==> src/lspc_defines.svh <==
// LSPC timing and memory size constants
// NTSC line timing only, raster runs 0x0F8 to 0x1FF
`ifndef LSPC_DEFINES_SVH
`define LSPC_DEFINES_SVH

// Pixel clocks in one raster line
`define LSPC_PIXELS_PER_LINE 384

// Raster range of one frame, 264 lines
`define LSPC_RASTER_FIRST 9'h0F8
`define LSPC_RASTER_LAST 9'h1FF

// Video mode reported in status, 0 is NTSC
`define LSPC_VMODE 1'b0

// VRAM bank sizes in 16-bit words
`define LSPC_SLOW_WORDS 32768
`define LSPC_FAST_WORDS 2048

`endif

==> src/lspcRegPkg.sv <==
// LSPC register map and CPU-side types
// Holds the CPU port struct, the VRAM command and the mode register views
`default_nettype none

package lspcRegPkg;

	// Register select, CPU address bits 3:1
	typedef logic [2:0] regSel_t;

	typedef enum logic [2:0]
	{
		REG_VRAMADDR = 3'd0,
		REG_VRAMRW = 3'd1,
		REG_LSPCMODE = 3'd2,
		REG_VRAMMOD = 3'd3
	} regName_t;

	// One CPU command per cycle, strobes never both high
	typedef struct packed
	{
		regSel_t regSel;
		logic wrEn;
		logic rdEn;
		logic [15:0] wrData;
	} cpuBus_t;

	typedef struct packed
	{
		logic [15:0] addr;
		logic [15:0] data;
		logic wrEn;
	} vramCmd_t;

	// LSPCMODE as the CPU writes it
	typedef struct packed
	{
		logic [7:0] aaSpeed;
		logic [7:0] unused;
	} modeWrite_t;

	// LSPCMODE as the CPU reads it back
	typedef struct packed
	{
		logic [8:0] raster;
		logic [2:0] zeros;
		logic vmode;
		logic [2:0] aaCount;
	} modeRead_t;

	typedef union packed
	{
		modeWrite_t wr;
		modeRead_t rd;
	} lspcModeWord_u;

endpackage

`default_nettype wire

==> src/lspcVideoPkg.sv <==
// Video-side types for the raster and auto-animation counters
`default_nettype none

package lspcVideoPkg;

	typedef logic [8:0] raster_t;
	typedef logic [8:0] pixel_t;

	// Auto-animation tile number
	typedef logic [2:0] aaCount_t;

	// What the timing block reports to the CPU port
	typedef struct packed
	{
		raster_t raster;
		aaCount_t aaCount;
	} videoStatus_t;

endpackage

`default_nettype wire

==> src/cpuPortDecode.sv <==
// CPU port stage
// Forwards commands to the VRAM side and returns read data two cycles
// after the read strobe
`timescale 1ns/1ns
`default_nettype none
`include "lspc_defines.svh"

module cpuPortDecode
	import lspcRegPkg::*, lspcVideoPkg::*;
(
	input wire logic clk24M,
	input wire logic reset,
	input wire cpuBus_t cpu,
	input wire videoStatus_t status,
	input wire logic [15:0] vramRead,
	input wire logic [15:0] modulo,
	output logic [15:0] rdData,
	output logic rdValid,
	output cpuBus_t bus
);

	regSel_t rdSelD;
	logic rdPend;
	lspcModeWord_u statusWord;
	logic [15:0] readMux;

	// Commands reach the VRAM stage in the same cycle
	assign bus = cpu;

	always_comb
	begin
		statusWord.rd.raster = status.raster;
		statusWord.rd.zeros = 3'b000;
		statusWord.rd.vmode = `LSPC_VMODE;
		statusWord.rd.aaCount = status.aaCount;
	end

	// Select is one cycle old here, lined up with the bank read
	always_comb
	begin
		case (rdSelD)
			REG_VRAMADDR, REG_VRAMRW: readMux = vramRead;
			REG_LSPCMODE: readMux = statusWord;
			REG_VRAMMOD: readMux = modulo;
			default: readMux = 16'h0000;
		endcase
	end

	always_ff @(posedge clk24M)
	begin
		if (reset)
		begin
			rdPend <= 1'b0;
			rdValid <= 1'b0;
		end
		else
		begin
			rdPend <= cpu.rdEn;
			rdValid <= rdPend;
		end
	end

	always_ff @(posedge clk24M)
	begin
		rdSelD <= cpu.regSel;
		if (rdPend)
			rdData <= readMux;
	end

endmodule

`default_nettype wire

==> config.mk <==
export PLATFORM = sky130hd
export DESIGN_NAME = cpuPortDecode
export DESIGN_NICKNAME = d
export VERILOG_FILES = /design/src/lspcRegPkg.sv /design/src/lspcVideoPkg.sv /design/src/cpuPortDecode.sv
export VERILOG_INCLUDE_DIRS = /design/src
export SDC_FILE = /design/constraint.sdc
export NUM_CORES = 1
export LEC_CHECK = 0
export ABC_CLOCK_PERIOD_IN_PS = 2700
export BUFFER_PORTS_ARGS = -buffer_cell sky130_fd_sc_hd__buf_4
export CAP_MARGIN = 10
export CORE_MARGIN = 2
export CORE_UTILIZATION = 39
export DETAILED_ROUTE_END_ITERATION = 8
export PLACE_DENSITY = 0.84
export SLEW_MARGIN = 25
export SYNTH_ARGS = -nofsm -noshare
export SYNTH_HDL_FRONTEND = slang
export SYNTH_SLANG_ARGS = --single-unit
==> constraint.sdc <==
create_clock -name clk24M -period 2.7 [get_ports clk24M]
set_clock_uncertainty 0.15 [all_clocks]
set_input_delay 0.54 -clock clk24M [delete_from_list [all_inputs] [get_ports clk24M]]
set_output_delay 0.54 -clock clk24M [all_outputs]
set_load 0.005 [all_outputs]
After elaboration in Yosys (flattened, before gate mapping)
Index checks and enable logic that the tools add are counted.
Word-level totals
  input port bits: 67
  register bits: 21
Operators by class
  eq/ne operators: 3
  mux-type cells: 1
  reduce and logical (&&, ||, !) cells: 2
Operator list (count)
  case mux 16 bit (3 select lines): 1
  equality test 3 x 2 -> 1 bit (second input constant): 2
  equality test 3 x 1 -> 1 bit (second input constant): 1
  logical NOT 3 bit: 1
  OR reduction 2 bit: 1

Logic depth before layout (Yosys ltp)
  word-level depth: 3
  depth in mapped cells: 4
  depth with buffers taken out: 2

Least setup slack after synthesis
Ideal clock, no wire load.
  kind: input -> output
  start: input cpu[0] in the netlist's numbering
  end: output bus[0] in the netlist's numbering
  data arrival time: 0.651 ns
  slack: 1.359 ns
  path buffers: 1
  stages: 1
  path through: buf_4
RTL lines
  start: declaration: line cpuPortDecode.sv:13  | input wire cpuBus_t cpu,
  end: declaration: line cpuPortDecode.sv:19  | output cpuBus_t bus
No word-level cell between the ends.

Final worst setup path
  start: register rdSelD[0]
  end: register rdData[8], data pin
Between the ends
  cells in the longest elaborated chain, start to end: 3
  elaborated cells between the ends (all ways): 6
RTL lines
  start: declaration: line cpuPortDecode.sv:22  | regSel_t rdSelD;
  start signal: assignment: line cpuPortDecode.sv:65  | rdSelD <= cpu.regSel;
  equality test 3 x 1 -> 1 bit or logical NOT 3 bit (tied branches): line cpuPortDecode.sv:41  | case (rdSelD)
  OR reduction 2 bit: line cpuPortDecode.sv:41
  case mux 16 bit (3 select lines) (*): line cpuPortDecode.sv:41
  named net readMux[8]: line cpuPortDecode.sv:25  | logic [15:0] readMux;
  end signal: assignment: line cpuPortDecode.sv:67  | rdData <= readMux;
  end: declaration: line cpuPortDecode.sv:17  | output logic [15:0] rdData,
Mark *: on every way through the listed nets, which the timed path passes. The rest lies on a longest branch.
A chain may end at the register's enable or synchronous reset.

==> impl_metrics.ini <==
[timing]
rsz0062_at_grt = no
relSlewSlack = 0.451
fin_crit_ns = 1.77
finalSetupViolations = 0
hold_viol_final = 0
max_freq_mhz = 566
post-route-period-util = 0.654
setup_tns_ns = 0
slew_violations = 0
worst_pin_slew_ns = 0.822

[place]
place.gp.congestion = 0.842
portBuffers = 70
dpl_cell_area_mm2 = 0.00149
post-dp-hpwl_mm = 2.18

[synth]
syn_area_mm2 = 0.00112
ys_ff_latch = 21
synth_top_area_share = 0.427
synth.distinct_cells = 15
syn_avg_cell_area_um2 = 11.4
synth_top_area_cell = edfxtp_1
synth_cells = 99
ys_seq_area_frac = 0.516
synth.area.top_cells = edfxtp_1 (43%), buf_4 (14%), mux2i_1 (11%)
syn-num-nets = 166
synth_warnings = 0

[clock_network]
htree_levels = 1
cts-resized-gates = 0
tritoncts = yes
cts_setup_buffers = 0
cts_num_sinks = 21
cts_hold_buf = 0
cts_buffers = 3
root_buffer = clkbuf_4
clkLatencyLatePin_ns = 0.31
cts_buffer_depth = 2
cts.clk_slew.worst_paths_ns = 0.12

[global_routing]
grt_pass1_vias = 863
grt_start_max_net_pins = 33
grt_pass1_wl_mm = 4.14
grt.overflow.total = 0
antenna_found_initial = 0
grt_use_total = 0.166

[power_and_ir_drop]
p_switching_uw = 154
clkPwrFrac = 0.235
p_per_area_mw_per_mm2 = 433
ir_drop_mv = 0.239
p_int_uw = 501
power_uw = 655
power_frac_comb = 0.181
power_frac_seq = 0.584
switching_share = 0.235
leakage_uw = 0.000692

[floorplanning]
die_h_um = 57.7
rows = 19
core_area_mm2 = 0.00276
initial_core_util = 0.408
ioPinCount = 105
dieWidth_um = 57.7
dieArea_mm2 = 0.00333

[route]
routed_wl_mm = 2.86
drc = 0
num_vias = 924
dr.pass1.iters = 4
drt_iter0_drc = 45
ant_nets = 0
wl_per_cell_um = 16.2
viasPerCell = 5.22

[worst_setup_path]
cp_slowest_cell = dfxtp_1
crit_arrival_ns = 1.73
reg2reg_depth = 2
cp_num_buf_inv = 0
cpLargestDelayFamily = flip-flops
worstPathCellList = mux2i_1 -> a211oi_1
worst-setup-path-type = register to register
timing.rr.end = rdData[8]
worstPathRequired_ns = 2.66
path_max_fanout = 16
worstSetupEndpointType = register
crit_path_start_kind = register
r2r-start = rdSelD[0]
r2r_slack_ns = 0.93
worst_path_largest_cell_delay_ns = 0.88

[run_status]
status = complete, no violations

[final_layout]
fillers = 245
nets = 214
design_area_mm2 = 0.00151
diodes = 0
seq_area_um2 = 581
area_growth_pct = 34.5
drive_above_1_share = 0.514
multiInputGateArea_um2 = 333

[worst_hold_path]
min_from = cpu[20]
min_path_cells = 1
worstHoldEndpoint = rdSelD[2]
hp-class = input port to register

[run]
max-cap-violations = 0
[area by class of cell]
cell class                      count  share of cell area
Sequential cell                    21               0.384
Timing Repair Buffer               71               0.352
Clock buffer                        3              0.0149
Tap cell                           31              0.0256
Clock inverter                      1             0.00331
Multi-Input combinational cell     50               0.220
[metal layers]
metal	vias to the layer above	part of all wire	GRT usage
met2	52	0.50	0.284
li1	427	-	-
met3	19	0.11	0.0424
met5	-	0	0
met4	0	0.051	0.116
met1	426	0.34	0.178
[cell usage in the layout, fill, tap and decap left out]
| cell | count |
|---|---|
| dfxtp_1 | 5 |
| nand3_1 | 4 |
| a211oi_1 | 12 |
| edfxtp_1 | 16 |
| nor2b_1 | 2 |
| nand2b_1 | 4 |
| a21oi_1 | 4 |
| nor2_1 | 12 |
| clkbuf_4 | 3 |
| clkinv_2 | 1 |
| mux2i_1 | 12 |
| buf_4 | 71 |
[state kept, by name, summed over array words and instances (netlist names)]
register  flops
rdPend        1
rdSelD        3
rdValid       1
rdData       16
[kinds of logic after synthesis]
group / share of synthesized area
flops: 0.516
compound gates: 0.0979
mux: 0.107
buf+inv: 0.188
simple gates: 0.0912
[stage by stage]
stage	instances	util	hold WS [ns]	worst slack (ns)
after floorplan	99	-	0.418	1.36
after global placement	173	0.539	0.505	1.09
after detailed placement	173	0.539	0.505	1.01
after CTS	177	0.549	0.179	0.966
after global routing	177	0.549	0.163	0.843
final	177	0.549	0.183	0.933
[power by group through the flow]
stage               clock [uW]  sequential, uW  combinational (uW)
CTS                        155             383                 120
global placement             0             389                 115
detailed placement           0             390                 119
floorplan                    0             381                70.8
global route               176             385                 128
finish                     154             383                 118
[worst max path at each step]
stage | startpoint | endpoint | slack (ns) | cells past startpoint
4_1_cts | rdSelD[0] | rdData[8] | 0.97 | 2
3_5_place_dp | rdSelD[0] | rdData[8] | 1.01 | 2
2_1_floorplan | cpu[0] | bus[0] | 1.36 | 1
5_1_grt | rdSelD[0] | rdData[8] | 0.84 | 2
6_report | rdSelD[0] | rdData[8] | 0.93 | 2
3_3_place_gp | rdSelD[0] | rdData[13] | 1.09 | 2
[cells in the mapped netlist]
master,instances
buf_4,21
edfxtp_1,16
a211oi_1,12
mux2i_1,12
nor2_1,12
dfxtp_1,5
a21oi_1,4
nand2b_1,4
nand3_1,4
buf_2,3
nor2b_1,2
buf_1,1
buf_12,1
buf_6,1
clkbuf_1,1
No activity file was read; power rests on OpenSTA's default activity.
