**config.mk**
```make
export PLATFORM = sky130hd
export DESIGN_NAME = rasterTiming
export DESIGN_NICKNAME = d
export VERILOG_FILES = /design/src/lspcVideoPkg.sv /design/src/rasterTiming.sv
export VERILOG_INCLUDE_DIRS = /design/src
export SDC_FILE = /design/constraint.sdc
export NUM_CORES = 1
export LEC_CHECK = 0
export BUFFER_PORTS_ARGS = -buffer_cell sky130_fd_sc_hd__buf_4
export CELL_PAD_IN_SITES_DETAIL_PLACEMENT = 0
export CELL_PAD_IN_SITES_GLOBAL_PLACEMENT = 1
export CORE_MARGIN = 5
export CORE_UTILIZATION = 40
export DETAILED_ROUTE_END_ITERATION = 8
export PLACE_DENSITY = 0.88
export SYNTH_ARGS = -nofsm -noshare
export SYNTH_HDL_FRONTEND = slang
export SYNTH_SLANG_ARGS = --single-unit
```
**constraint.sdc**
```tcl
create_clock -name clk24M -period 2.29 [get_ports clk24M]
set_input_delay 0.458 -clock clk24M [delete_from_list [all_inputs] [get_ports clk24M]]
set_output_delay 0.458 -clock clk24M [all_outputs]
set_load 0.005 [all_outputs]
```
**src/lspc_defines.svh**
```systemverilog
// LSPC timing and memory size constants
// NTSC line timing only, raster runs 0x0F8 to 0x1FF
`ifndef LSPC_DEFINES_SVH
`define LSPC_DEFINES_SVH

// Pixel clocks in one raster line
`define LSPC_PIXELS_PER_LINE 384

// Raster range of one frame, 264 lines
`define LSPC_RASTER_FIRST 9'h0F8
`define LSPC_RASTER_LAST 9'h1FF

// Video mode reported in status, 0 is NTSC
`define LSPC_VMODE 1'b0

// VRAM bank sizes in 16-bit words
`define LSPC_SLOW_WORDS 32768
`define LSPC_FAST_WORDS 2048

`endif

```
**src/lspcVideoPkg.sv**
```systemverilog
// Video-side types for the raster and auto-animation counters
`default_nettype none

package lspcVideoPkg;

	typedef logic [8:0] raster_t;
	typedef logic [8:0] pixel_t;

	// Auto-animation tile number
	typedef logic [2:0] aaCount_t;

	// What the timing block reports to the CPU port
	typedef struct packed
	{
		raster_t raster;
		aaCount_t aaCount;
	} videoStatus_t;

endpackage

`default_nettype wire

```
**src/rasterTiming.sv**
```systemverilog
// Raster timing and auto-animation
// Pixel and line counters for NTSC, plus the frame countdown that steps
// the auto-animation tile number
`timescale 1ns/1ns
`default_nettype none
`include "lspc_defines.svh"

module rasterTiming
	import lspcVideoPkg::*;
(
	input wire logic clk24M,
	input wire logic reset,
	input wire logic [7:0] aaSpeed,
	output videoStatus_t status
);

	pixel_t pixel;
	raster_t raster;
	aaCount_t aaCount;
	logic [7:0] countdown;
	logic lineEnd;
	logic frameEnd;

	assign lineEnd = (pixel == pixel_t'(`LSPC_PIXELS_PER_LINE - 1));
	assign frameEnd = lineEnd && (raster == `LSPC_RASTER_LAST);

	always_ff @(posedge clk24M)
	begin
		if (reset)
		begin
			pixel <= '0;
			raster <= `LSPC_RASTER_FIRST;
			aaCount <= '0;
			countdown <= 8'h00;
		end
		else
		begin
			pixel <= lineEnd ? '0 : pixel + 1'b1;
			if (lineEnd)
				raster <= (raster == `LSPC_RASTER_LAST) ? `LSPC_RASTER_FIRST : raster + 1'b1;
			// Countdown reload sets frames per tile step to aaSpeed + 1
			if (frameEnd)
			begin
				if (countdown == 8'h00)
				begin
					aaCount <= aaCount + 1'b1;
					countdown <= aaSpeed;
				end
				else
					countdown <= countdown - 1'b1;
			end
		end
	end

	assign status = '{raster: raster, aaCount: aaCount};

	pixelInLine: assert property (@(posedge clk24M) disable iff (reset)
		pixel < `LSPC_PIXELS_PER_LINE);

endmodule

`default_nettype wire

```
* Word level (Yosys, flattened, before mapping) *
Index checks and enable logic that the tools add are counted.

word-level totals
  memory bits (read-only) = 0
  bits in registers = 29
  input bits = 10
  logic and storage cells = 16
  memories = 0
  latch bits = 0
  bits in writable memories = 0

operators by class
  magnitude comparators = 0
  muxes and demuxes = 2
  shift-type cells = 0
  bitwise gates (word level) = 0
  divide/modulo/power cells = 0
  eq/ne operators = 2
  multiply operators = 0
  $add $sub $neg = 4
  reduce and logical (&&, ||, !) cells = 4

operators with widths
  kind                   count
  $add A9 B1 Y9 const B  2
  $eq A9 B9 Y1 const B   2
  $mux W9                1
  $logic_not A8 Y1       1
  $mux W8                1
  $sub A8 B1 Y8 const B  1
  $add A3 B1 Y3 const B  1
  $reduce_and A2 Y1      1
  $reduce_or A2 Y1       1
  $logic_and A1 B1 Y1    1

* Depth between registers and ports, before layout *
  depth after elaboration = 3
  depth in mapped cells = 9
  mapped depth without buffers = 8

* Worst setup path before layout *
OpenSTA, ideal clock, no wires.

  kind = register -> register
  start = reg raster[0]
  end = reg countdown[4]
  path slack = 0.243 ns
  data arrival time = 1.913 ns
  cell stages (with the launch flop) = 10
  cells stage by stage = dfxtp_1 -> ha_1 -> nand3_1 -> nor2_1 -> ha_1 -> nand3b_1 -> or3_1 -> buf_2 -> o311ai_0 -> o31ai_1

between the ends
  word-level cells in the longest chain between the ends = 2

ends and longest elaborated chain
  item                           line                text
  start: declaration             rasterTiming.sv:18  raster_t raster;
  start signal: assignment       rasterTiming.sv:32  raster <= `LSPC_RASTER_FIRST;
  start signal: assignment       rasterTiming.sv:40  raster <= (raster == `LSPC_RASTER_LAST) ? `LSPC_RASTER_FIRST : raster + 1'b1;
  $eq A9 B9 Y1 (no source line)  --
  $logic_and A1 B1 Y1            rasterTiming.sv:25  assign frameEnd = lineEnd && (raster == `LSPC_RASTER_LAST);
  end signal: assignment         rasterTiming.sv:47  countdown <= aaSpeed;
  end signal: assignment         rasterTiming.sv:50  countdown <= countdown - 1'b1;
  end: declaration               rasterTiming.sv:20  logic [7:0] countdown;

No other way between the ends.
A chain may end at the register's enable or synchronous reset.

* Worst setup path in the final report *
  start = reg raster[0]
  end = reg aaCount[2]

between the ends
  word-level cells in the longest chain between the ends = 3

ends and longest elaborated chain
  item                                line                text
  $eq A9 B9 Y1 (no source line)       --
  $logic_and A1 B1 Y1                 rasterTiming.sv:25
  $reduce_and A2 Y1 (no source line)  --
  end signal: assignment              rasterTiming.sv:46  aaCount <= aaCount + 1'b1;
  end: declaration                    rasterTiming.sv:19  aaCount_t aaCount;

No other way between the ends.

==> impl_metrics.ini <==
[global_routing]
first_global_vias = 1310
grt_max_degree = 20
grt.total_usage_pct = 14.0
antenna_found_initial = 0
grt_pass1_wl_um = 5640
grt.overflow.total = 0

[power]
power.density_nw_per_um2 = 482
vdd_drop_max_mv = 0.339
power_leakage_nw = 0.664

[synthesis]
synth_compound_area_share_pct = 14.0
synth_top_family_by_area = simple AND/OR/NAND/NOR gates
synth_cell_types = 37
synth-seq-area-share_pct = 40.2
syn_nets = 187
synth_xor_area_share_pct = 6.67
synth_edf_count = 0
ys_warn_count = 0
synth_top_flop_cell = dfxtp_1
netlist_instances = 171
ys_async_sr_fraction_pct = 0
synthAdderAreaFrac_pct = 5.20
synthSimpleGateAreaFrac_pct = 26.0
syn_area_um2 = 1440
syn_area_per_cell_um2 = 8.44
yosys_register_bits = 29
synthMuxAreaShare_pct = 3.55

[sta]
tightest_slew_ns = 0.393
setup_violations = 0
finalSetupTns_ns = 0
slew_headroom_pct = 73.6
finalCritPeriodShare_pct = 93.4
fmax_ghz = 0.468
skew_ns = 0.0189
min_period_ns = 2.14
rsz0062_at_grt = no
hold_violations = 0
final-max-slew-violation-count = 0

[floorplan]
start_util_pct = 42.3
coreArea_um2 = 3420
ios = 22
num_rows = 21
chipWidth_um = 70.1
design.die.area_um2 = 4910
die_h_um = 70.1

[clock_network]
cts_buffers = 5
cts.sinks = 29
postCtsSetupBuffers = 0
tritoncts = done
cts_buffer_depth = 2
cts_max_level = 2
clock_latency_ns = 0.33
clk_pin_slew_ns = 0.10
cts_root_buf = clkbuf_4

[placement]
dpl_cell_area_um2 = 1690
post-dp-hpwl_um = 2460
place_congestion = 0.886
io_buffer_count = 21

[route]
drt-total-wl_um = 3290
drt_iter0_drc = 84
drc = 0
vias_per_cell = 5.36
vias = 1329
dr.pass1.iters = 4
ant_nets = 0
post_drt_wl_per_cell_um = 13.3

[worst_setup_path]
crit_path_end_kind = flop
cp_data_arrival_time_ns = 2.41
setup.worst_path.start_class = flop
required_ns = 2.56
r2r_cells = 8
ff2ff_setup_slack_ns = 0.15
path_class = flop to flop
path_max_fanout = 6

[min_path]
holdPathStages = 3
hold_path_class = input port to flop

[run_status]
status = complete, no violations

[cells_and_area]
syn_to_final_growth_pct = 21.3
nNetsFinal = 217
regArea_um2 = 581
drive_gt1_share_pct = 20.8
most-common-layout-cells = dfxtp_1 (29), buf_4 (28), nor2_1 (16)
multi_input_area_um2 = 811
diodes = 0
final_common_cell = dfxtp_1
fillCellCount = 326
final_cell_area_um2 = 1750

[run]
drv_cap = 0
-- power breakdown --
part / switching (mW) / internal [mW] / total [mW] / leakage [nW]
logic: 0.0177 / 0.0182 / 0.0359 / 0.398
registers: 0.00378 / 0.508 / 0.512 / 0.234
clock network: 0.179 / 0.117 / 0.296 / 0.0320
total: 0.200 / 0.643 / 0.844 / 0.664
-- final cells by class --
type | count | share of cell area, %
clock buffer | 6 | 2.36
clock inverter | 2 | 0.571
inverter | 11 | 2.36
multi-input combinational | 126 | 46.3
sequential | 29 | 33.1
tap | 46 | 3.29
timing repair buffer | 28 | 12.0
-- repair_timing --
action | in CTS | in global routing
gates resized for setup | 0 | 2
endpoints found under the setup margin | 0 | 2
hold buffers | 0 | 0
-- synth_stat cells, types with 4 or more instances --
| library cell | n | share of area [%] |
|---|---|---|
| o21ai_0 | 10 | 3.5 |
| nand2_1 | 13 | 3.4 |
| xnor2_1 | 8 | 4.9 |
| nand4_1 | 5 | 2.2 |
| or3_1 | 6 | 2.6 |
| nor2_1 | 16 | 4.2 |
| dfxtp_1 | 29 | 40 |
| nor3_1 | 7 | 2.4 |
| ha_1 | 6 | 5.2 |
| inv_1 | 11 | 2.9 |
| nand3_1 | 9 | 3.1 |
| mux2i_1 | 4 | 2.8 |
| a21oi_1 | 11 | 3.8 |
-- metal layers --
| metal | vias to the layer above | share of wire, % | GRT usage (%) | routed length [µm] |
|---|---|---|---|---|
| li1 | 680 | - | - | - |
| met1 | 616 | 44 | 15.8 | 1430 |
| met2 | 26 | 49 | 23.9 | 1620 |
| met3 | 7 | 4.8 | 3.59 | 158 |
| met4 | 0 | 2.3 | 7.45 | 75 |
| met5 | - | 0 | 0 | 0 |
-- cells by family (layout without fill, tap and decap cells) --
kind of cell    after synthesis  count (layout)
buf+inv                      16              47
xor+xnor                     11              11
flops                        29              29
mux                           5               5
compound gates               33              33
fa+ha+maj                     6               6
simple gates                 71              71
-- registers in the layout (all words and copies together) (netlist names) --
| register | count |
|---|---|
| raster | 9 |
| aaCount | 3 |
| pixel | 9 |
| countdown | 8 |
-- worst max-delay path, stage by stage, from the launching register on --
cell and delay (ns):
dfxtp_1 0.36, ha_2 0.21, nand3_1 0.08, nor2_1 0.10, ha_1 0.19, nand3b_1 0.10
or3_1 0.39, or4_1 0.49, a21oi_1 0.16
-- stage by stage --
| step | power, mW | setup slack [ns] | hold WS (ns) | utilization (%) | cells |
|---|---|---|---|---|---|
| floorplan | 0.542 | 0.243 | 0.418 | - | 171 |
| global placement | 0.558 | 0.232 | 0.427 | 49.5 | 240 |
| detailed placement | 0.560 | 0.180 | 0.447 | 49.5 | 240 |
| CTS | 0.856 | 0.116 | 0.424 | 51.0 | 248 |
| global route | 0.887 | 0.00501 | 0.434 | 51.3 | 248 |
| finish | 0.844 | 0.152 | 0.425 | 51.3 | 248 |
-- worst paths after layout --
path,startpoint,to
worst max-delay path,raster[0]$_SDFFE_PP0N_,aaCount[2]$_SDFFE_PP0P_
worst min-delay path,aaSpeed[0],countdown[0]$_SDFFE_PP0P_
worst max register to register,raster[0]$_SDFFE_PP0N_,aaCount[2]$_SDFFE_PP0P_
worst min register to register,pixel[0]$_SDFF_PP0_,pixel[0]$_SDFF_PP0_
Power figures use the tool's default switching activity.
