## config.mk

```make
export PLATFORM = sky130hd
export DESIGN_NAME = vramAccess
export DESIGN_NICKNAME = d
export VERILOG_FILES = /design/src/lspc_defines.svh /design/src/lspcRegPkg.sv /design/src/vramAccess.sv
export SDC_FILE = /design/constraint.sdc
export NUM_CORES = 1
export LEC_CHECK = 0
export ABC_AREA = 1
export BUFFER_PORTS_ARGS = -buffer_cell sky130_fd_sc_hd__buf_2
export CAP_MARGIN = 25
export CORE_MARGIN = 2
export CORE_UTILIZATION = 53
export CTS_CLUSTER_SIZE = 24
export DETAILED_ROUTE_END_ITERATION = 8
export PLACE_DENSITY = 0.85
export SYNTH_ARGS = -nofsm -noshare
export SYNTH_HDL_FRONTEND = slang
export SYNTH_SLANG_ARGS = --single-unit
```

## constraint.sdc

```tcl
create_clock -name clk24M -period 2.3 [get_ports clk24M]
set_clock_uncertainty 0.1 [all_clocks]
set_input_delay 0.115 -clock clk24M [delete_from_list [all_inputs] [get_ports clk24M]]
set_output_delay 0.115 -clock clk24M [all_outputs]
set_load 0.01 [all_outputs]
```

## src/lspc_defines.svh

```systemverilog
// LSPC timing and memory size constants
// NTSC line timing only, raster runs 0x0F8 to 0x1FF
`ifndef LSPC_DEFINES_SVH
`define LSPC_DEFINES_SVH

// Pixel clocks in one raster line
`define LSPC_PIXELS_PER_LINE 384

// Raster range of one frame, 264 lines
`define LSPC_RASTER_FIRST 9'h0F8
`define LSPC_RASTER_LAST 9'h1FF

// Video mode reported in status, 0 is NTSC
`define LSPC_VMODE 1'b0

// VRAM bank sizes in 16-bit words
`define LSPC_SLOW_WORDS 32768
`define LSPC_FAST_WORDS 2048

`endif

```

## src/lspcRegPkg.sv

```systemverilog
// LSPC register map and CPU-side types
// Holds the CPU port struct, the VRAM command and the mode register views
`default_nettype none

package lspcRegPkg;

	// Register select, CPU address bits 3:1
	typedef logic [2:0] regSel_t;

	typedef enum logic [2:0]
	{
		REG_VRAMADDR = 3'd0,
		REG_VRAMRW = 3'd1,
		REG_LSPCMODE = 3'd2,
		REG_VRAMMOD = 3'd3
	} regName_t;

	// One CPU command per cycle, strobes never both high
	typedef struct packed
	{
		regSel_t regSel;
		logic wrEn;
		logic rdEn;
		logic [15:0] wrData;
	} cpuBus_t;

	typedef struct packed
	{
		logic [15:0] addr;
		logic [15:0] data;
		logic wrEn;
	} vramCmd_t;

	// LSPCMODE as the CPU writes it
	typedef struct packed
	{
		logic [7:0] aaSpeed;
		logic [7:0] unused;
	} modeWrite_t;

	// LSPCMODE as the CPU reads it back
	typedef struct packed
	{
		logic [8:0] raster;
		logic [2:0] zeros;
		logic vmode;
		logic [2:0] aaCount;
	} modeRead_t;

	typedef union packed
	{
		modeWrite_t wr;
		modeRead_t rd;
	} lspcModeWord_u;

endpackage

`default_nettype wire

```

## src/vramAccess.sv

```systemverilog
// VRAM access stage
// Holds the address, modulo and write data registers, issues one write
// command after each VRAMRW write and then steps the address by the modulo
`timescale 1ns/1ns
`default_nettype none

module vramAccess
	import lspcRegPkg::*;
(
	input wire logic clk24M,
	input wire logic reset,
	input wire cpuBus_t bus,
	output vramCmd_t cmd,
	output logic [15:0] modulo,
	output logic [7:0] aaSpeed
);

	lspcModeWord_u modeWord;
	logic wrAddr;
	logic wrRw;
	logic wrMod;
	logic wrMode;
	logic [15:0] vramAddr;
	logic [15:0] writeData;
	logic writePending;

	// Write decode
	assign wrAddr = bus.wrEn && (bus.regSel == REG_VRAMADDR);
	assign wrRw = bus.wrEn && (bus.regSel == REG_VRAMRW);
	assign wrMod = bus.wrEn && (bus.regSel == REG_VRAMMOD);
	assign wrMode = bus.wrEn && (bus.regSel == REG_LSPCMODE);

	assign modeWord = lspcModeWord_u'(bus.wrData);

	always_ff @(posedge clk24M)
	begin
		if (reset)
		begin
			vramAddr <= 16'h0000;
			modulo <= 16'h0000;
			aaSpeed <= 8'h00;
			writePending <= 1'b0;
		end
		else
		begin
			writePending <= wrRw;
			// A new address wins over the auto-increment
			if (wrAddr)
				vramAddr <= bus.wrData;
			else if (writePending)
				vramAddr <= vramAddr + modulo;
			if (wrMod)
				modulo <= bus.wrData;
			if (wrMode)
				aaSpeed <= modeWord.wr.aaSpeed;
		end
	end

	always_ff @(posedge clk24M)
	begin
		if (wrRw)
			writeData <= bus.wrData;
	end

	// Bank reads follow the address register every cycle
	always_comb
	begin
		cmd.addr = vramAddr;
		cmd.data = writeData;
		cmd.wrEn = writePending;
	end

	noDualStrobe: assert property (@(posedge clk24M) disable iff (reset)
		!(bus.wrEn && bus.rdEn));

endmodule

`default_nettype wire

```

; Word-level counts from Yosys, hierarchy flattened
; Index checks and enable logic that the tools add are counted.
[word_totals]
out_inout_bits = 57
input_bits = 23
regBits = 57
[classes]
n_mux = 2
n_addsub = 1
eq_ne = 3
n_reduce_logical = 6
[ops]
columns = op, count
row1 = 16-bit two-way mux, 2
row2 = 16-bit adder, 1
row3 = "3-bit by 2-bit == test with 1-bit output, second input constant", 2
row4 = 1-bit logical AND, 4
row5 = "3-bit by 1-bit == test with 1-bit output, second input constant", 1
row6 = 3-bit logical NOT, 1
row7 = 2-bit nonzero test, 1

; Logic depth before layout (Yosys ltp)
; Gate-level depths: netlist of run 1.
[depth]
depth_word = 3
mapped_depth = 11
mapped_depth_nobuf = 11

; Worst setup path after synthesis of run 1
; Ideal clock, no wire load.
[synth_timing]
kind = input to register
startpoint = in bus[17] (netlist name)
endpoint = reg writeData[0] (enable)
slack_ns = 0.298
setup_time_ns = 0.409
path_buffers = 0
stages = 4
arrival_time_ns = 1.493
required_time_ns = 1.791
path_cell_list = inv_1 nor2_4 inv_2 nor3_1
[synth_via]
elab_chain_cells = 1
[synth_rtl]
columns = element, line
row1 = start: declaration, vramAccess.sv:12  ; input wire cpuBus_t bus,
row2 = 1-bit logical AND, vramAccess.sv:29  ; assign wrRw = bus.wrEn && (bus.regSel == REG_VRAMRW);
row3 = net wrRw, vramAccess.sv:20  ; logic wrRw;
row4 = end signal: assignment, vramAccess.sv:62  ; writeData <= bus.wrData;
row5 = end: declaration, vramAccess.sv:24  ; logic [15:0] writeData;
; The timed path passes the listed nets, and every way through them passes these cells.
; A chain may end at the register's enable or synchronous reset.

; Worst setup path after layout of run 1
[layout_timing]
startpoint = reg vramAddr[0]
endpoint = reg vramAddr[8]
[layout_via]
elab_chain_cells = 3
[layout_rtl]
columns = element, line
row1 = start: declaration, vramAccess.sv:23  ; logic [15:0] vramAddr;
row2 = start signal: assignment, vramAccess.sv:49  ; vramAddr <= bus.wrData;
row3 = start signal: assignment, vramAccess.sv:51  ; vramAddr <= vramAddr + modulo;
row4 = 16-bit adder, vramAccess.sv:51
row5 = 16-bit two-way mux, vramAccess.sv:50  ; else if (writePending)
row6 = 16-bit two-way mux, vramAccess.sv:48  ; if (wrAddr)
; Every way passes these cells. The select of a mux whose other input is x is not followed.

==> impl_results.md, run 1 <==
* Max clock buf depth at 2
* Hold Path Class: input port to flop
* Post-synthesis sequential area ratio at 43.1%
* DRT iter0 DRCs at 184
* First-pass GRT wire length at 12,700 um
* Top-count cell post-synth: nand2_1
* Fmax at 517 MHz
* Setup bufs post-CTS at 0
* WL final at between 8000 and 9000 um
* Hold depth at 3
* Leak at 2.00 nW
* # diodes at 0
* Post-Syn Area per Cell at around 7.6 um^2
* Top cell type's share of synthesized area at 27.2%
* Net Switching at around 600 uW
* Setup violations, final at 0
* Final min period at ~1.9 ns
* First-pass DRT Iterations at 4
* Worst Path Required at 2.48 ns
* DRC violation count after routing at 0
* Crit path DAT at between 2 and 2.5 ns
* Largest net degree at the start of global routing at 28
* Worst Path Class, Setup: flop to flop
* Area growth syn-to-layout at 26.6%
* Setup Total Neg Slack at 0 ns
* Reg-to-Reg Start: vramAddr[0]$_SDFFE_PP0P_
* Post-synth top cells: nand2_1, inv_1, dfxtp_1
* Fin. max-slew vios at 0
* Synth warn at 0
* Post-synth EDFFs at 16
* Total core area at 5510 um^2
* DRT antenna net count at 0
* Worst hold start: bus[18]
* Initial antenna violation count at 0
* WHS Endpoint: writePending$_SDFF_PP0_
* Status: finished, final reports clean
* Relative max-transition margin at between 40% and 50%
* Worst-Margin Slew at 0.798 ns
* Yosys top cell by area: dfxtp_1
* Post-CTS Hold Buffers at 17
* Vias in the first global route at between 2,000 and 3,000
* WL per Instance at ~14 um
* Power per Cell Area at 569 nW/um^2
* Worst-path clk slew at approximately 0.070 ns
* RD Place Congestion at approximately 0.87
* Initial Util at 54.8%
* # clock sinks at 57
* Via density at 5.10
* Startpoint types: flop
* Via count at 2,934
* Yosys reg bits at 57
* Seq pwr share at around 50%
* Maximum vdd ir drop at approximately 0.54 mV
* Unique cell type count in the Yosys netlist at 36
* Dominant synthesized flop cell: dfxtp_1
* Max-cap violation count at 0
* Share of post-route cells with drive strength above 1 at 24.9%
* Int Power at 1.57 mW
* CTS buffer count at 9
* Die area at 6320 um^2
* Tcrit/Tclk final at 84.0%
* Main area contributors after synthesis: dfxtp_1, edfxtp_1, nand2_1
* H-tree levels at 3
* Clk root buf: clkbuf_8
* CP Capture Type: flop
* Logic pwr share at between 10% and 20%
* Filler instances at 476
* Hold Vio Cnt, Final at 0
* IO Port Bufs at 78
* # resized after CTS at 0
* Gr ovfl total at 0
* FP Rows at 27
* FF-to-FF setup slack at 0.37 ns
* Syn Inst Count at 398
* Die Ht at 79.5 um
* Chip width at between 70 and 80 um
* R2R depth at 10
* # IOs at 80
* RSZ-0062 raised after global routing: false
* Mapped cell area at slightly above 3000 um^2
* Final #Nets at around 540
* Syn nets at about 440
* Clk Latency, worst-skew pair at 0.36 ns
* Overall Global Routing Usage at between 20% and 30%
* Clock network power share at ~40%
* Critical path peak fanout at 4
* Hold slack at 0.0381 ns
* Async S/R FF share, synth at 0%
* Dpl hpwl at 5590 um
* CTS tree: done
* R2R Path End: vramAddr[8]$_SDFFE_PP0P_
* Net Sw Frac at 27.5%
[metrics by stage]
stage	power, mW	setup slack (ns)	cells	instance area [um^2]	utilization [%]
after floorplan	1.22	0.298	398	3020	-
after CTS	2.18	0.377	575	3820	69.4
final	2.17	0.368	575	3820	69.4
after global routing	2.24	0.190	575	3820	69.4
after detailed placement	1.30	0.385	542	3470	63.0
after global placement	1.29	0.424	542	3470	63.0
[cell families (layout without fill, tap and decap cells)]
family	after synthesis	count (layout)	share of synthesized area (%)
AOI/OAI and AO/OA	72	72	13.2
xor gates and xnor gates	2	2	0.580
adders and majority gates	16	16	6.88
buffers and inverters	75	180	10.2
DFF	57	57	43.1
and+or+nand+nor	176	176	26.1
[worst max-delay path by stage]
| stage | start | to | slack (ns) |
|---|---|---|---|
| after floorplan | bus[17] | writeData[0]$_DFFE_PP_ | 0.30 |
| after global placement | vramAddr[0]$_SDFFE_PP0P_ | vramAddr[6]$_SDFFE_PP0P_ | 0.42 |
| after detailed placement | vramAddr[0]$_SDFFE_PP0P_ | vramAddr[6]$_SDFFE_PP0P_ | 0.38 |
| after CTS | vramAddr[0]$_SDFFE_PP0P_ | vramAddr[6]$_SDFFE_PP0P_ | 0.38 |
| after global routing | vramAddr[0]$_SDFFE_PP0P_ | vramAddr[12]$_SDFFE_PP0P_ | 0.19 |
| final | vramAddr[0]$_SDFFE_PP0P_ | vramAddr[8]$_SDFFE_PP0P_ | 0.37 |
[registers in the layout (all words and copies together), names as in the netlist]
signal        flops
modulo           16
vramAddr         16
writeData        16
aaSpeed           8
writePending      1
[final cells by class]
class | instances | area, um^2 | area share (%)
flip-flops and latches | 57 | 1300 | 34.1
inverters | 66 | 250 | 6.55
clock inverters | 6 | 42.5 | 1.11
multi-input cells | 266 | 1420 | 37.1
repair buffers | 98 | 583 | 15.3
clock buffers | 10 | 138 | 3.60
well taps | 72 | 90.1 | 2.36
[worst max-delay path, stage by stage, from the launching register on]
cell and delay (ns):
dfxtp_1 0.33, ha_1 0.23, fa_1 0.40, nand2_1 0.10, nand2_1 0.06, and2_1 0.17, nand2_1 0.06, nand2_1 0.07
a21oi_1 0.12, o21ai_1 0.07, a21oi_1 0.14
[per-layer routing]
layer	GRT usage, %	up-vias	share of wire [%]
li1	-	1476	-
met1	32.8	1319	41
met2	43.4	121	47
met3	6.33	18	8.5
met4	12.8	0	2.6
met5	0	-	0
[power groups by stage]
stage	Sequential, mW	Combinational (mW)	Clock (mW)
6_report	1.08	0.225	0.868
5_1_grt	1.08	0.248	0.911
4_1_cts	1.08	0.223	0.875
3_5_place_dp	1.10	0.199	0
3_3_place_gp	1.10	0.193	0
2_1_floorplan	1.12	0.102	0
[layout by cell type (no fill, tap or decap), types with 2 or more instances in the layout]
master         instances
or2_1                  2
or2_2                  2
a31oi_1                4
o21ai_2                3
nand3b_1               2
edfxtp_1              16
dfxtp_1               41
ha_1                  15
o21ai_0               26
buf_2                 78
a21oi_1               28
a21oi_2                3
clkbuf_8              10
nand3_1               21
nor3_1                 3
inv_1                 56
clkinv_2               2
dlygate4sd3_1         17
buf_4                  3
inv_2                  9
a22o_1                 3
nor3_4                 2
nor2_1                33
o21ai_1                5
nand2_2                4
nand2_1               98
xnor2_1                2
clkinvlp_4             2
No activity file was read; power rests on OpenSTA's default activity.
==> run 2, diff against run 1 <==
- CORE_UTILIZATION: 53 -> 48
- PLACE_DENSITY: 0.85 -> 0.82
- clock period: 2.3 -> 1.7 ns (I/O delays scaled with it)
==> impl_results.md, run 2 (synthesis results as in run 1) <==
* First-pass GRT wire length at 13,400 um (was 12,700 um)
* Fin. max-slew vios at 0 (unchanged)
* # IOs at 80 (unchanged)
* Setup violations, final at 5 (was 0)
* Worst hold start: bus[18] (unchanged)
* Maximum vdd ir drop at 0.650 mV (was 0.538 mV)
* Final worst slack at -0.0391 ns (was 0.368 ns)
* Worst Path Required at 1.82 ns (was 2.48 ns)
* H-tree levels at 3 (unchanged)
* Reg-to-Reg Start: modulo[0]$_SDFFE_PP0P_ (was vramAddr[0]$_SDFFE_PP0P_)
* Most common cell after layout, fill and taps aside: nand2_1 (unchanged)
* Relative max-transition margin at 65.6% (was 46.8%)
* RD Place Congestion at 0.889 (was 0.869)
* Final #Nets at 559 (was 537)
* Largest net degree at the start of global routing at 17 (was 28)
* Max clock buf depth at 2 (unchanged)
* DRC violation count after routing at 0 (unchanged)
* Die Ht at 83.3 um (was 79.5 um)
* Total core area at 5990 um^2 (was 5510 um^2)
* Startpoint types: flop (unchanged)
* Most frequent cells in the layout: nand2_1, buf_2, inv_1 (unchanged)
* Chip width at 83.3 um (was 79.5 um)
* Gr ovfl total at 0 (unchanged)
* Final min period at 1.74 ns (was 1.93 ns)
* Clk root buf: clkbuf_8 (unchanged)
* Post-route cell area at 4270 um^2 (was 3820 um^2)
* Worst-Margin Slew at 0.514 ns (was 0.798 ns)
* Placed instance area at 3640 um^2 (was 3470 um^2)
* Hold Path Class: input port to flop (unchanged)
* Via count at 3,137 (was 2,934)
* Setup Total Neg Slack at -0.130 ns (was 0 ns)
* First-pass DRT Iterations at 5 (was 4)
* CP Capture Type: flop (unchanged)
* Max-cap violation count at 0 (unchanged)
* Power per Cell Area at 700 nW/um^2 (was 569 nW/um^2)
* Die area at 6940 um^2 (was 6320 um^2)
* Via density at 5.23 (was 5.10)
* # diodes at 0 (unchanged)
* # clock sinks at 57 (unchanged)
* Fmax at 575 MHz (was 517 MHz)
* Hold Vio Cnt, Final at 0 (unchanged)
* DRT iter0 DRCs at 223 (was 184)
* Dpl hpwl at 5930 um (was 5590 um)
* Biggest regs: modulo: 16 flops, vramAddr: 16 flops, writeData: 16 flops (unchanged)
* CTS tree: done (unchanged)
* Clk Latency, worst-skew pair at 0.35 ns (was 0.36 ns)
* Share of post-route cells with drive strength above 1 at 39.0% (was 24.9%)
* IO Port Bufs at 78 (unchanged)
* Filler instances at 453 (was 476)
* Initial antenna violation count at 0 (unchanged)
* Leak at 2.14 nW (was 2.00 nW)
* Area growth syn-to-layout at 41.6% (was 26.6%)
* Violated checks: negative setup slack
* Overall Global Routing Usage at 23.6% (was 26.5%)
* Critical path origin: modulo[0]$_SDFFE_PP0P_ (was vramAddr[0]$_SDFFE_PP0P_)
* Crit path DAT at 1.86 ns (was 2.12 ns)
* WL per Instance at 14.8 um (was 13.9 um)
* DRT antenna net count at 0 (unchanged)
* FP Rows at 28 (was 27)
* Initial Util at 50.4% (was 54.8%)
* RSZ-0062 raised after global routing: true (was false)
* Critical path peak fanout at 4 (unchanged)
* Tcrit/Tclk final at 102% (was 84.0%)
* WL final at 8910 um (was 8000 um)
* Worst Path Class, Setup: flop to flop (unchanged)
* Vias in the first global route at 2,966 (was 2,730)
* Core Util, Final at 71.3% (was 69.4%)
* Status: complete, but fails checks (was finished, final reports clean)
* Worst-path clk slew at 0.08 ns (was 0.07 ns)
* CTS buffer count at 9 (unchanged)
-- run 2: cell types whose count changed in the layout (fill, tap and decap cells not counted), moves of 7 or more --
cell,previous run,this run
nand2_1,98,80
ha_1,15,4
nand3_2,0,10
nand3_1,21,11
dfxtp_1,41,33
nand2_2,4,18
buf_4,3,25
dfxtp_2,0,7
ha_4,0,8
-- run 2: per-stage QoR --
stage | hold slack (ns) | power, mW | std cells | setup WS, ns
after floorplan | 0.0544 | 1.65 | 398 | 0.0120
after CTS | 0.00696 | 2.97 | 599 | -0.0322
final | 0.00735 | 2.99 | 600 | -0.0391
after detailed placement | 0.179 | 1.78 | 564 | -0.127
after global routing | 0.0251 | 3.08 | 600 | -0.143
after global placement | 0.176 | 1.77 | 564 | -0.0651
-- run 2: timing repair --
| action | CTS | global route |
|---|---|---|
| setup buffers | 2 | 1 |
| setup endpoints to repair | 9 | 12 |
| hold endpoints to repair | 46 | 0 |
| hold buffers | 17 | 0 |
| gates cloned | 0 | 0 |
| pin swaps | 10 | 12 |
| gates resized for setup | 20 | 40 |
-- run 2: layout make-up --
type	instances	area (um^2)	area share, %
Timing Repair Buffer	120	748	17.5
Multi-Input combinational cell	266	1690	39.5
Inverter	66	250	5.85
Clock buffer	11	151	3.54
Sequential cell	57	1310	30.7
Tap cell	75	93.8	2.20
Clock inverter	5	30.0	0.703
-- run 2: critical path, stage by stage (launching register included) --
cell	delay (ns)
dfxtp_4	0.36
ha_4	0.16
fa_2	0.34
nand2_2	0.10
nand2_2	0.06
nand3_2	0.08
nand2_4	0.08
or2_4	0.23
nand3_2	0.05
a31oi_1	0.06
-- run 2: power breakdown --
part	switching (mW)	leakage, nW	internal, mW
Combinational	0.195	1.56	0.160
Clock	0.571	0.0911	0.600
Sequential	0.0300	0.482	1.44
Total	0.796	2.14	2.20
-- run 2: worst paths after layout --
path | end | slack (ns) | cells after the start
worst max register to register | vramAddr[6]$_SDFFE_PP0P_ | -0.04 | 9
worst max-delay path | vramAddr[6]$_SDFFE_PP0P_ | -0.04 | 9
worst min-delay path | writePending$_SDFF_PP0_ | 0.007 | 3
worst min register to register | aaSpeed[5]$_SDFFE_PP0P_ | 0.42 | 2
-- run 2: routing by layer --
metal	share of wire (%)	GRT usage [%]	routed length, um
met4	2.0	7.90	180
met1	41	28.7	3690
met2	50	41.6	4450
met5	0	0	0
met3	6.6	4.97	592
